$ cat config.mk
export PLATFORM = sky130hd
export DESIGN_NAME = fpAdder
export DESIGN_NICKNAME = d
export VERILOG_FILES = /design/src/logic/fpPkg.sv /design/src/logic/fpAlign.sv /design/src/logic/fpMantissaAdd.sv /design/src/logic/fpNormalize.sv /design/src/logic/fpRound.sv /design/src/logic/fpAdder.sv
export SDC_FILE = /design/constraint.sdc
export NUM_CORES = 1
export LEC_CHECK = 0
export ABC_AREA = 1
export ABC_CLOCK_PERIOD_IN_PS = 7400
export BUFFER_PORTS_ARGS = -buffer_cell sky130_fd_sc_hd__buf_2
export CORE_MARGIN = 3
export CORE_UTILIZATION = 55
export DETAILED_ROUTE_END_ITERATION = 6
export PLACE_DENSITY_LB_ADDON = 0.05
export SYNTH_ARGS = -nofsm -noshare
export SYNTH_HDL_FRONTEND = slang
export SYNTH_SLANG_ARGS = --single-unit
$ cat constraint.sdc
create_clock -name clk -period 7.4 [get_ports clk]
set_input_delay 0 -clock clk [delete_from_list [all_inputs] [get_ports clk]]
set_output_delay 0 -clock clk [all_outputs]
set_load 0.1 [all_outputs]
$ cat src/logic/fpPkg.sv
// Binary32 adder package with the word layout, field widths and special-value constants
package fpPkg;

    localparam int expWidth = 8;
    localparam int manWidth = 23;

    // Implicit one plus stored mantissa
    localparam int alignWidth = manWidth + 1;

    // Carry, aligned mantissa, guard and round
    localparam int sumWidth = alignWidth + 3;

    localparam logic [expWidth-1:0] expMax = '1;    // Infinity or NaN
    localparam logic [31:0] quietNan = 32'h7FC0_0000;

    typedef struct packed
    {
        logic sign;
        logic [expWidth-1:0] exponent;
        logic [manWidth-1:0] mantissa;
    } fpFields_t;

    // Same 32 bits seen either as a raw word or as IEEE-754 fields
    typedef union packed
    {
        logic [31:0] bits;
        fpFields_t fields;
    } fpWord_t;

endpackage

$ cat src/logic/fpAlign.sv
`timescale 1ns/100ps
// Alignment stage that compares exponents, shifts the smaller mantissa and flags inf/NaN inputs
module fpAlign
(
    input  fpPkg::fpWord_t operandA,
    input  fpPkg::fpWord_t operandB,
    output logic [fpPkg::alignWidth-1:0] alignedMantissaA,
    output logic [fpPkg::alignWidth-1:0] alignedMantissaB,
    output logic [fpPkg::expWidth-1:0] exponentOut,
    output logic guardBit,
    output logic roundBit,
    output logic stickyBit,
    output logic special,
    output fpPkg::fpWord_t specialWord
);
    import fpPkg::*;

    localparam int extWidth = alignWidth + 2;      // Room for guard and round below the lsb

    logic [expWidth-1:0] exponentDifferential;
    logic [extWidth-1:0] extendedMantissaA;
    logic [extWidth-1:0] extendedMantissaB;
    logic [extWidth-1:0] largerMantissa;
    logic [extWidth-1:0] smallerMantissa;
    logic [2*extWidth-1:0] shiftedMantissa;
    logic [alignWidth-1:0] smallerAligned;
    logic aIsLarger;
    logic nanA, nanB, infA, infB;

    // Zero exponent field flushes the operand, so subnormals act as zero
    assign extendedMantissaA = (operandA.fields.exponent == '0) ? '0 :
                               {1'b1, operandA.fields.mantissa, 2'b00};
    assign extendedMantissaB = (operandB.fields.exponent == '0) ? '0 :
                               {1'b1, operandB.fields.mantissa, 2'b00};

    assign aIsLarger = operandA.fields.exponent >= operandB.fields.exponent;

    always_comb
    begin
        if (aIsLarger)
        begin
            exponentDifferential = operandA.fields.exponent - operandB.fields.exponent;
            exponentOut = operandA.fields.exponent;
            largerMantissa = extendedMantissaA;
            smallerMantissa = extendedMantissaB;
        end
        else
        begin
            exponentDifferential = operandB.fields.exponent - operandA.fields.exponent;
            exponentOut = operandB.fields.exponent;
            largerMantissa = extendedMantissaB;
            smallerMantissa = extendedMantissaA;
        end

        // Lower half catches every bit that falls off the end
        shiftedMantissa = {smallerMantissa, {extWidth{1'b0}}} >> exponentDifferential;

        if (exponentDifferential > extWidth)
        begin
            {smallerAligned, guardBit, roundBit} = '0;
            stickyBit = |smallerMantissa;                 // Whole operand is below round
        end
        else
        begin
            {smallerAligned, guardBit, roundBit} = shiftedMantissa[2*extWidth-1 -: extWidth];
            stickyBit = |shiftedMantissa[extWidth-1:0];
        end
    end

    assign alignedMantissaA = aIsLarger ? largerMantissa[extWidth-1:2] : smallerAligned;
    assign alignedMantissaB = aIsLarger ? smallerAligned : largerMantissa[extWidth-1:2];

    // Classification of all-ones exponents
    assign nanA = (operandA.fields.exponent == expMax) && (operandA.fields.mantissa != '0);
    assign nanB = (operandB.fields.exponent == expMax) && (operandB.fields.mantissa != '0);
    assign infA = (operandA.fields.exponent == expMax) && (operandA.fields.mantissa == '0);
    assign infB = (operandB.fields.exponent == expMax) && (operandB.fields.mantissa == '0);

    assign special = nanA | nanB | infA | infB;

    always_comb
    begin
        if (nanA || nanB || (infA && infB && (operandA.fields.sign != operandB.fields.sign)))
            specialWord.bits = quietNan;                  // Invalid sum
        else if (infA)
            specialWord = operandA;
        else
            specialWord = operandB;
    end

endmodule

$ cat src/logic/fpMantissaAdd.sv
`timescale 1ns/100ps
// Signed-magnitude mantissa adder working on the aligned values and their rounding bits
module fpMantissaAdd
(
    input  logic signA,
    input  logic signB,
    input  logic [fpPkg::alignWidth-1:0] alignedMantissaA,
    input  logic [fpPkg::alignWidth-1:0] alignedMantissaB,
    input  logic guardBit,
    input  logic roundBit,
    input  logic stickyBit,
    output logic [fpPkg::sumWidth-1:0] rawSum,
    output logic sumSign,
    output logic sumSticky
);
    import fpPkg::*;

    localparam int magWidth = alignWidth + 2;

    logic ownsRoundBitsA;
    logic aIsLarger;
    logic [magWidth-1:0] magnitudeA;
    logic [magWidth-1:0] magnitudeB;
    logic [magWidth-1:0] largerMagnitude;
    logic [magWidth-1:0] smallerMagnitude;
    logic [magWidth:0] difference;

    // The shifted operand lost its implicit one, so it is the smaller aligned value
    assign ownsRoundBitsA = alignedMantissaA < alignedMantissaB;

    assign magnitudeA = {alignedMantissaA, ownsRoundBitsA ? {guardBit, roundBit} : 2'b00};
    assign magnitudeB = {alignedMantissaB, ownsRoundBitsA ? 2'b00 : {guardBit, roundBit}};

    assign aIsLarger = magnitudeA >= magnitudeB;
    assign largerMagnitude = aIsLarger ? magnitudeA : magnitudeB;
    assign smallerMagnitude = aIsLarger ? magnitudeB : magnitudeA;

    // Sticky borrows one place below round
    assign difference = {largerMagnitude, 1'b0} - {smallerMagnitude, stickyBit};

    always_comb
    begin
        if (signA == signB)
        begin
            rawSum = {1'b0, magnitudeA} + {1'b0, magnitudeB};
            sumSticky = stickyBit;
            sumSign = signA;
        end
        else
        begin
            rawSum = {1'b0, difference[magWidth:1]};      // Never carries
            sumSticky = difference[0];
            if (magnitudeA == magnitudeB)
                sumSign = 1'b0;                           // Exact cancellation gives +0
            else
                sumSign = aIsLarger ? signA : signB;
        end
    end

endmodule

$ cat src/logic/fpNormalize.sv
`timescale 1ns/100ps
// Normalizer that realigns the raw sum to a leading one and adjusts the exponent
module fpNormalize
(
    input  logic [fpPkg::sumWidth-1:0] rawSum,
    input  logic sumSticky,
    input  logic [fpPkg::expWidth-1:0] exponentIn,
    output logic [fpPkg::alignWidth-1:0] normMantissa,
    output logic [fpPkg::expWidth:0] normExponent,
    output logic guardBit,
    output logic roundBit,
    output logic stickyBit,
    output logic isZero
);
    import fpPkg::*;

    logic [4:0] leadingZeros;
    logic [sumWidth-2:0] shiftedSum;

    // Priority search below the carry bit, highest set bit wins
    always_comb
    begin
        leadingZeros = 5'(sumWidth - 1);
        for (int i = 0; i < sumWidth - 1; i++)
        begin
            if (rawSum[i])
                leadingZeros = 5'(sumWidth - 2 - i);
        end
    end

    assign shiftedSum = rawSum[sumWidth-2:0] << leadingZeros;
    assign isZero = (rawSum == '0);

    always_comb
    begin
        if (rawSum[sumWidth-1])
        begin
            // Carry out, so shift right by one
            normMantissa = rawSum[sumWidth-1 -: alignWidth];
            guardBit = rawSum[2];
            roundBit = rawSum[1];
            stickyBit = rawSum[0] | sumSticky;            // Old round bit drops into sticky
            normExponent = {1'b0, exponentIn} + 1'b1;
        end
        else
        begin
            normMantissa = shiftedSum[sumWidth-2 -: alignWidth];
            guardBit = shiftedSum[1];
            roundBit = shiftedSum[0];
            stickyBit = sumSticky;
            // Goes negative on underflow, seen as signed downstream
            normExponent = {1'b0, exponentIn} - {4'b0000, leadingZeros};
        end
    end

endmodule

$ cat src/logic/fpRound.sv
`timescale 1ns/100ps
// Round-to-nearest-even stage with overflow and underflow handling and final word packing
module fpRound
(
    input  logic sign,
    input  logic [fpPkg::alignWidth-1:0] normMantissa,
    input  logic [fpPkg::expWidth:0] normExponent,
    input  logic guardBit,
    input  logic roundBit,
    input  logic stickyBit,
    input  logic isZero,
    input  logic special,
    input  fpPkg::fpWord_t specialWord,
    output fpPkg::fpWord_t roundedWord
);
    import fpPkg::*;

    logic roundUp;
    logic [alignWidth:0] roundedMantissa;
    logic signed [expWidth+1:0] finalExponent;
    logic [manWidth-1:0] finalFraction;

    // Ties go to the even mantissa
    assign roundUp = guardBit & (roundBit | stickyBit | normMantissa[0]);
    assign roundedMantissa = {1'b0, normMantissa} + {{alignWidth{1'b0}}, roundUp};

    // A mantissa carry leaves 1.000..., only the exponent moves
    assign finalExponent = $signed({normExponent[expWidth], normExponent})
                         + $signed({{(expWidth+1){1'b0}}, roundedMantissa[alignWidth]});
    assign finalFraction = roundedMantissa[alignWidth] ? roundedMantissa[manWidth:1]
                                                       : roundedMantissa[manWidth-1:0];

    always_comb
    begin
        roundedWord.fields.sign = sign;
        roundedWord.fields.exponent = finalExponent[expWidth-1:0];
        roundedWord.fields.mantissa = finalFraction;

        if (special)
            roundedWord = specialWord;                    // Inf or NaN from alignment
        else if (isZero || (finalExponent <= 0))
        begin
            roundedWord.fields.exponent = '0;             // Flush to signed zero
            roundedWord.fields.mantissa = '0;
        end
        else if (finalExponent >= $signed({2'b00, expMax}))
        begin
            roundedWord.fields.exponent = expMax;         // Overflow to infinity
            roundedWord.fields.mantissa = '0;
        end
    end

endmodule

$ cat src/logic/fpAdder.sv
`timescale 1ns/100ps
// Two-stage pipelined binary32 adder with valid strobes
module fpAdder
(
    input  logic clk,
    input  logic rstN,
    input  logic inValid,
    input  fpPkg::fpWord_t operandA,
    input  fpPkg::fpWord_t operandB,
    output logic outValid,
    output fpPkg::fpWord_t result
);
    import fpPkg::*;

    // Stage 1 combinational results
    logic [alignWidth-1:0] alignedMantissaA;
    logic [alignWidth-1:0] alignedMantissaB;
    logic [expWidth-1:0] alignExponent;
    logic alignGuard, alignRound, alignSticky;
    logic alignSpecial;
    fpWord_t alignSpecialWord;
    logic [sumWidth-1:0] rawSum;
    logic sumSign;
    logic sumSticky;

    // Stage 1 register
    logic s1Valid;
    logic [expWidth-1:0] s1Exponent;
    logic [sumWidth-1:0] s1RawSum;
    logic s1Sign, s1Sticky, s1Special;
    fpWord_t s1SpecialWord;

    // Stage 2 combinational results
    logic [alignWidth-1:0] normMantissa;
    logic [expWidth:0] normExponent;
    logic normGuard, normRound, normSticky;
    logic sumIsZero;
    fpWord_t roundedWord;

    fpAlign i_align
    (
        .operandA         (operandA),
        .operandB         (operandB),
        .alignedMantissaA (alignedMantissaA),
        .alignedMantissaB (alignedMantissaB),
        .exponentOut      (alignExponent),
        .guardBit         (alignGuard),
        .roundBit         (alignRound),
        .stickyBit        (alignSticky),
        .special          (alignSpecial),
        .specialWord      (alignSpecialWord)
    );

    fpMantissaAdd i_mantissaAdd
    (
        .signA            (operandA.fields.sign),
        .signB            (operandB.fields.sign),
        .alignedMantissaA (alignedMantissaA),
        .alignedMantissaB (alignedMantissaB),
        .guardBit         (alignGuard),
        .roundBit         (alignRound),
        .stickyBit        (alignSticky),
        .rawSum           (rawSum),
        .sumSign          (sumSign),
        .sumSticky        (sumSticky)
    );

    // Payload only moves with a valid pair
    always_ff @(posedge clk)
    begin
        if (inValid)
        begin
            s1Exponent <= alignExponent;
            s1RawSum <= rawSum;
            s1Sign <= sumSign;
            s1Sticky <= sumSticky;
            s1Special <= alignSpecial;
            s1SpecialWord <= alignSpecialWord;
        end
    end

    fpNormalize i_normalize
    (
        .rawSum       (s1RawSum),
        .sumSticky    (s1Sticky),
        .exponentIn   (s1Exponent),
        .normMantissa (normMantissa),
        .normExponent (normExponent),
        .guardBit     (normGuard),
        .roundBit     (normRound),
        .stickyBit    (normSticky),
        .isZero       (sumIsZero)
    );

    fpRound i_round
    (
        .sign         (s1Sign),
        .normMantissa (normMantissa),
        .normExponent (normExponent),
        .guardBit     (normGuard),
        .roundBit     (normRound),
        .stickyBit    (normSticky),
        .isZero       (sumIsZero),
        .special      (s1Special),
        .specialWord  (s1SpecialWord),
        .roundedWord  (roundedWord)
    );

    always_ff @(posedge clk or negedge rstN)
    begin
        if (!rstN)
        begin
            s1Valid <= 1'b0;
            outValid <= 1'b0;
            result <= '0;
        end
        else
        begin
            s1Valid <= inValid;
            outValid <= s1Valid;                          // Two cycles after inValid
            if (s1Valid)
                result <= roundedWord;
        end
    end

endmodule

[Word level (Yosys, flattened, before mapping)]
Index checks and enable logic that the tools add are counted.
Storage, ports and cells
  flip-flop bits (word level): 104
  output and inout port bits: 33
  logic and storage cells: 114
Cells by class
  add/subtract/negate cells: 8
  magnitude comparators: 6
  eq/ne operators: 5
  shift operators: 2
  mux-type cells: 58
  bitwise logic cells: 7
  reductions and logical operators: 18
Operator list (count)
  2-to-1 mux 26 bit: 7
  2-to-1 mux 24 bit: 4
  2-to-1 mux 31 bit: 3
  2-to-1 mux 5 bit: 16
  OR reduction 26 bit: 2
  >> shifter 52 x 8 -> 52 bit: 1
  logical NOT 23 bit: 2
  nonzero test 23 bit: 2
  2-to-1 mux 32 bit: 1
  2-to-1 mux 4 bit: 8
  adder 26 x 26 -> 27 bit: 1
  logical NOT 27 bit: 1
  subtractor 27 bit: 1
  equality test 26 bit: 1
  >= comparator 26 bit: 1
  << shifter 26 x 5 -> 26 bit: 1
  adder 24 x 1 -> 25 bit: 1
  < comparator 24 bit: 1
  2-to-1 mux 23 bit: 1
  equality test 8 bit (second input constant): 2
  logical NOT 8 bit: 2
  2-to-1 mux 8 bit: 2
  subtractor 8 bit: 2
  2-to-1 mux 1 bit: 11
  15 further kinds: 30

[Logic depth before layout (Yosys ltp)]
  depth in word-level cells: 37
  gate-level depth with buffers: 57
  depth with buffers taken out: 56

[Modules after synthesis]
Synthesis repeated with hierarchy kept, for this count alone.
Second synthesis, totals
  cell total of the unflattened synthesis: 2792
  area total of the unflattened synthesis: 16044.1 um2
Modules (own cells, without submodules)
  fpMantissaAdd: instances 1, cells each 867, area each 4394.2 um2
  fpAlign: instances 1, cells each 893, area each 4267.8 um2
  fpAdder: instances 1, cells each 208, area each 3444.6 um2
  fpNormalize: instances 1, cells each 442, area each 2280.9 um2
  fpRound: instances 1, cells each 382, area each 1656.6 um2

[Least setup slack after synthesis]
No wires, ideal clock.
  path type: input -> register
  start: in operandA[23] in the netlist's numbering
  end: reg s1RawSum[19], data pin
  setup time: 253 ps
  arrival time: 5730 ps
  required time: 7147 ps
  setup slack: 1417 ps
  cell stages on the path: 48
  buffers on the path: 5
  cells stage by stage: inv_1 > ha_1 > inv_1 > fa_1 > nand2_1 > nand2_1 > nand2_1 > nand3_4 > buf_6 > buf_6 > clkbuf_1 > or2_2 > nand3_1 > nand2_1 > nand2_1 > o21ai_0 > nand2_1 > nand2_1 > (+12 left out) > nand2_1 > inv_1 > ha_1 > nor2_2 > nand4_2 > nand3_4 > buf_6 > buf_6 > o21ai_1 > nand2_1 > nand2_1 > nand2_1 > nand2_1 > o21bai_1 > a21oi_1 > nand2_1 > nand2_1 > nand2_1
On the way
  word-level cells in the longest chain between the ends: 12
  elaborated cells between the ends (all ways): 27
  classes of those cells: 4 x add/sub; 4 x order compare; 1 x shift; 15 x mux; 3 x reduce/logical
RTL lines
  from (decl): RTL line fpAdder.sv:8  | input fpPkg::fpWord_t operandA,
  branches (longest 11 deep; another with subtractor 27 bit)
  2-to-1 mux 26 bit *: RTL line fpMantissaAdd.sv:43  | if (signA == signB)
  via i_mantissaAdd.rawSum, one bit: RTL line fpMantissaAdd.sv:12  | output logic [fpPkg::sumWidth-1:0] rawSum,
  to (signal assigned): RTL line fpAdder.sv:74  | s1RawSum <= rawSum;
  to (decl): RTL line fpAdder.sv:29  | logic [sumWidth-1:0] s1RawSum;
Mark *: on every way through the listed nets, which the timed path passes.
A chain may end at the register's enable or synchronous reset.

[Worst setup path after layout]
  start: in operandA[26] in the netlist's numbering
  end: reg s1RawSum[11], data pin
The elaborated chain is that of the path after synthesis.

==> impl_metrics.ini <==
[status]
outcome = finished, final reports clean

[sta]
finalCritPeriodShare = 0.952
drv_slew = 0
hold-worst-slack_ns = 0.0172
setup_ws_ns = 0.357
relSlewSlack = 0.360
period_needed_ns = 7.04
final_hold_viol_count = 0
worst_pin_slew_ns = 0.960
setup_viol = 0
finClkSkew_ns = 0.0200
clock.fmax_mhz = 142

[grt]
grt_pass1_wl_mm = 86.9
grt_antenna_before_repair = 0
track_usage = 0.373
grt_remaining_overflow = 0
grt_max_degree = 72
grt_pass1_vias = 16600

[layout]
num-fill-cells = 2619
final_area_um2 = 16600
diodes = 0
fin_nets = 2818
area_growth_pct = 10.8
final_util = 0.627
drive_gt1_frac = 0.103

[place]
dp_hpwl_mm = 44.4
placed_cell_area_um2 = 15800
place_congestion = 1.07
post-place-ws_ns = 0.0969
io_buffer_count = 99

[critical_path]
worstReg2RegEnd = result[20]
cpMaxStageDelayCell = dlygate4sd3_1
ff2ff_path_depth = 53
crit_top_cell = nand2_1
cp_max_fo = 12
critPathRequiredTime_ns = 7.50
regToRegSetupSlack_ns = 0.56
cpPeakStageDelay_ns = 0.53
worst_setup_path_start_kind = input pin
cp.arrival_ns = 7.15
worstReg2RegStart = s1RawSum[2]
endpoint_kind = register
startpoint = operandA[26]
path_class = in -> reg

[synthesis]
synth_edf_count = 70
netlist_top_cells_count = nand2_1, nand3_1, inv_1
synth-simple-area-share = 0.445
synthMuxAreaShare = 0.000669
ys_types = 58
syn_area_per_cell_um2 = 5.76
async_reset_ff_frac = 0.327
ys.flop_type = edfxtp_1
synth.most_common_cell = nand2_1
syn_nets = 2747
synth_top_family_by_area = simple AND/OR/NAND/NOR gates
synth.top_cell.area_share = 0.199
yosys_warnings = 0
synth_xor_area_frac = 0.0281
ys_ff_latch = 104
ys_seq_area_frac = 0.197
synth_compound_area_frac = 0.136
syn_inst = 2597
synth_fa_ha_area_frac = 0.0714
synth.area.top_cells = nand2_1, edfxtp_1, nand3_1
syn-cell-area_um2 = 15000
netlist.top_cell.by_area = nand2_1

[power]
report.power.total_mw = 5.44
switching_share = 0.594
cell_internal_pwr_mw = 2.21
leakagePower_nw = 8.45
p_sw_mw = 3.23
clkPwrFrac = 0.092
p_per_area_nw_per_um2 = 328
pwr-share-comb = 0.736
irDropWorstVdd_mv = 0.149
pwr-share-seq = 0.172

[die]
ios = 100
die_area_um2 = 29200
core-area_um2 = 26400
initial_core_util = 0.566
rows = 59
die_h_um = 171
die_w_um = 171

[clock_network]
cts_tree = built
insertion_delay_ns = 0.36
cts_inserted_buffers = 9
clock-root-buffer = clkbuf_16
clk_path_buf_depth = 2
cts_htree_levels = 3
cts_sinks = 104
clkTransAtPathRegs_ns = 0.09

[route]
drt_pre_antenna_iters = 7
drt_iter0_drc = 2180
drc = 0
wl_mm = 56.5
vias_per_cell = 6.01
antenna_left = 0
post_drt_wl_per_cell_um = 18.8
vias = 18100

[hold_path]
worstHoldEndpoint = s1SpecialWord[23]
worstHoldPathCells = 3
worstHoldStart = operandB[23]
hold_path.class = in -> reg

[job]
maxCapViolations = 0
## repair_timing
| action | in CTS | in global routing |
|---|---|---|
| hold endpoints to repair | 38 | 0 |
| setup buffers | 0 | 11 |
| gates resized for setup | 0 | 83 |
| hold buffers | 5 | 0 |
| endpoints found under the setup margin | 0 | 47 |
## worst max-delay path: cells and delay by family
kind,cells,cell delay [ns]
compound gates,6,1.20
xor+xnor,1,0.19
fa+ha+maj,3,1.12
buf+inv,11,1.71
simple gates,28,2.87
## area by class of cell
cell class | count | area, µm² | area share
multi-input combinational | 2039 | 10400 | 0.630
sequential | 104 | 2950 | 0.178
inverter | 343 | 1320 | 0.0794
timing repair buffer | 170 | 1120 | 0.0677
tap | 335 | 419 | 0.0253
clock buffer | 9 | 225 | 0.0136
clock inverter | 7 | 91.3 | 0.00551
timing repair inverter | 1 | 8.76 | 0.000529
## registers in the layout, summed over array words and instances (netlist names)
| register | flops |
|---|---|
| s1Exponent | 8 |
| s1Sticky | 1 |
| result | 32 |
| s1RawSum | 27 |
| s1Valid | 1 |
| s1Sign | 1 |
| s1SpecialWord | 32 |
| s1Special | 1 |
| outValid | 1 |
## worst max path at each step
stage | to | slack (ns) | cells past startpoint
final | s1RawSum[11] | 0.36 | 49
after global routing | result[20] | -0.09 | 53
after CTS | s1RawSum[11] | 0.09 | 46
after detailed placement | s1RawSum[11] | 0.1 | 47
after global placement | s1RawSum[11] | 0.12 | 47
after floorplan | s1RawSum[19] | 1.42 | 48
## layer usage
metal	share of wire	routed length, µm	up-vias	GRT usage
li1	-	-	8679	-
met5	0	0	-	0
met4	0.052	2920	0	0.171
met2	0.45	25100	1096	0.605
met1	0.40	22600	8128	0.481
met3	0.10	5840	185	0.0721
## kinds of logic after synthesis
logic type | after synthesis
adder cells (fa/ha/maj) | 83
AND/OR/NAND/NOR | 1546
AO/OA/AOI/OAI | 360
buffers and inverters | 455
multiplexers | 1
flip-flops | 104
XOR/XNOR | 48
## metrics by stage
step	instances	TNS (ns)
2_1_floorplan	2597	0
3_3_place_gp	2973	0
3_5_place_dp	2973	0
4_1_cts	2994	0
5_1_grt	3008	-0.314
6_report	3008	0
## layout by cell type, fill, tap and decap left out, types with 6 or more instances in the layout
master     instances
a21boi_0           6
a21oi_1          133
and2_1             8
buf_2            100
buf_4             54
clkbuf_16          9
clkinv_1           7
dfrtp_1           34
edfxtp_1          70
ha_1              67
ha_2               6
ha_4               6
inv_1            321
inv_2              9
nand2_1          790
nand2_2           10
nand3_1          359
nand3b_1           9
nand4_1           46
nor2_1           237
nor2_2             8
nor3_1            37
nor4_1            13
o211ai_1          18
o21ai_0           77
o21ai_1           42
o21bai_1           7
o22ai_1           28
or2_2              9
xnor2_1            8
xor2_1            39
## power groups by stage
stage | sequential, mW | combinational [mW] | clock (mW)
after floorplan | 1.24 | 2.47 | 0
after global placement | 0.934 | 3.72 | 0
after detailed placement | 0.937 | 3.76 | 0
after CTS | 0.925 | 3.78 | 0.505
after global routing | 0.944 | 4.39 | 0.528
final | 0.936 | 4.01 | 0.499
Note: power is estimated with default switching activity, not from simulation.
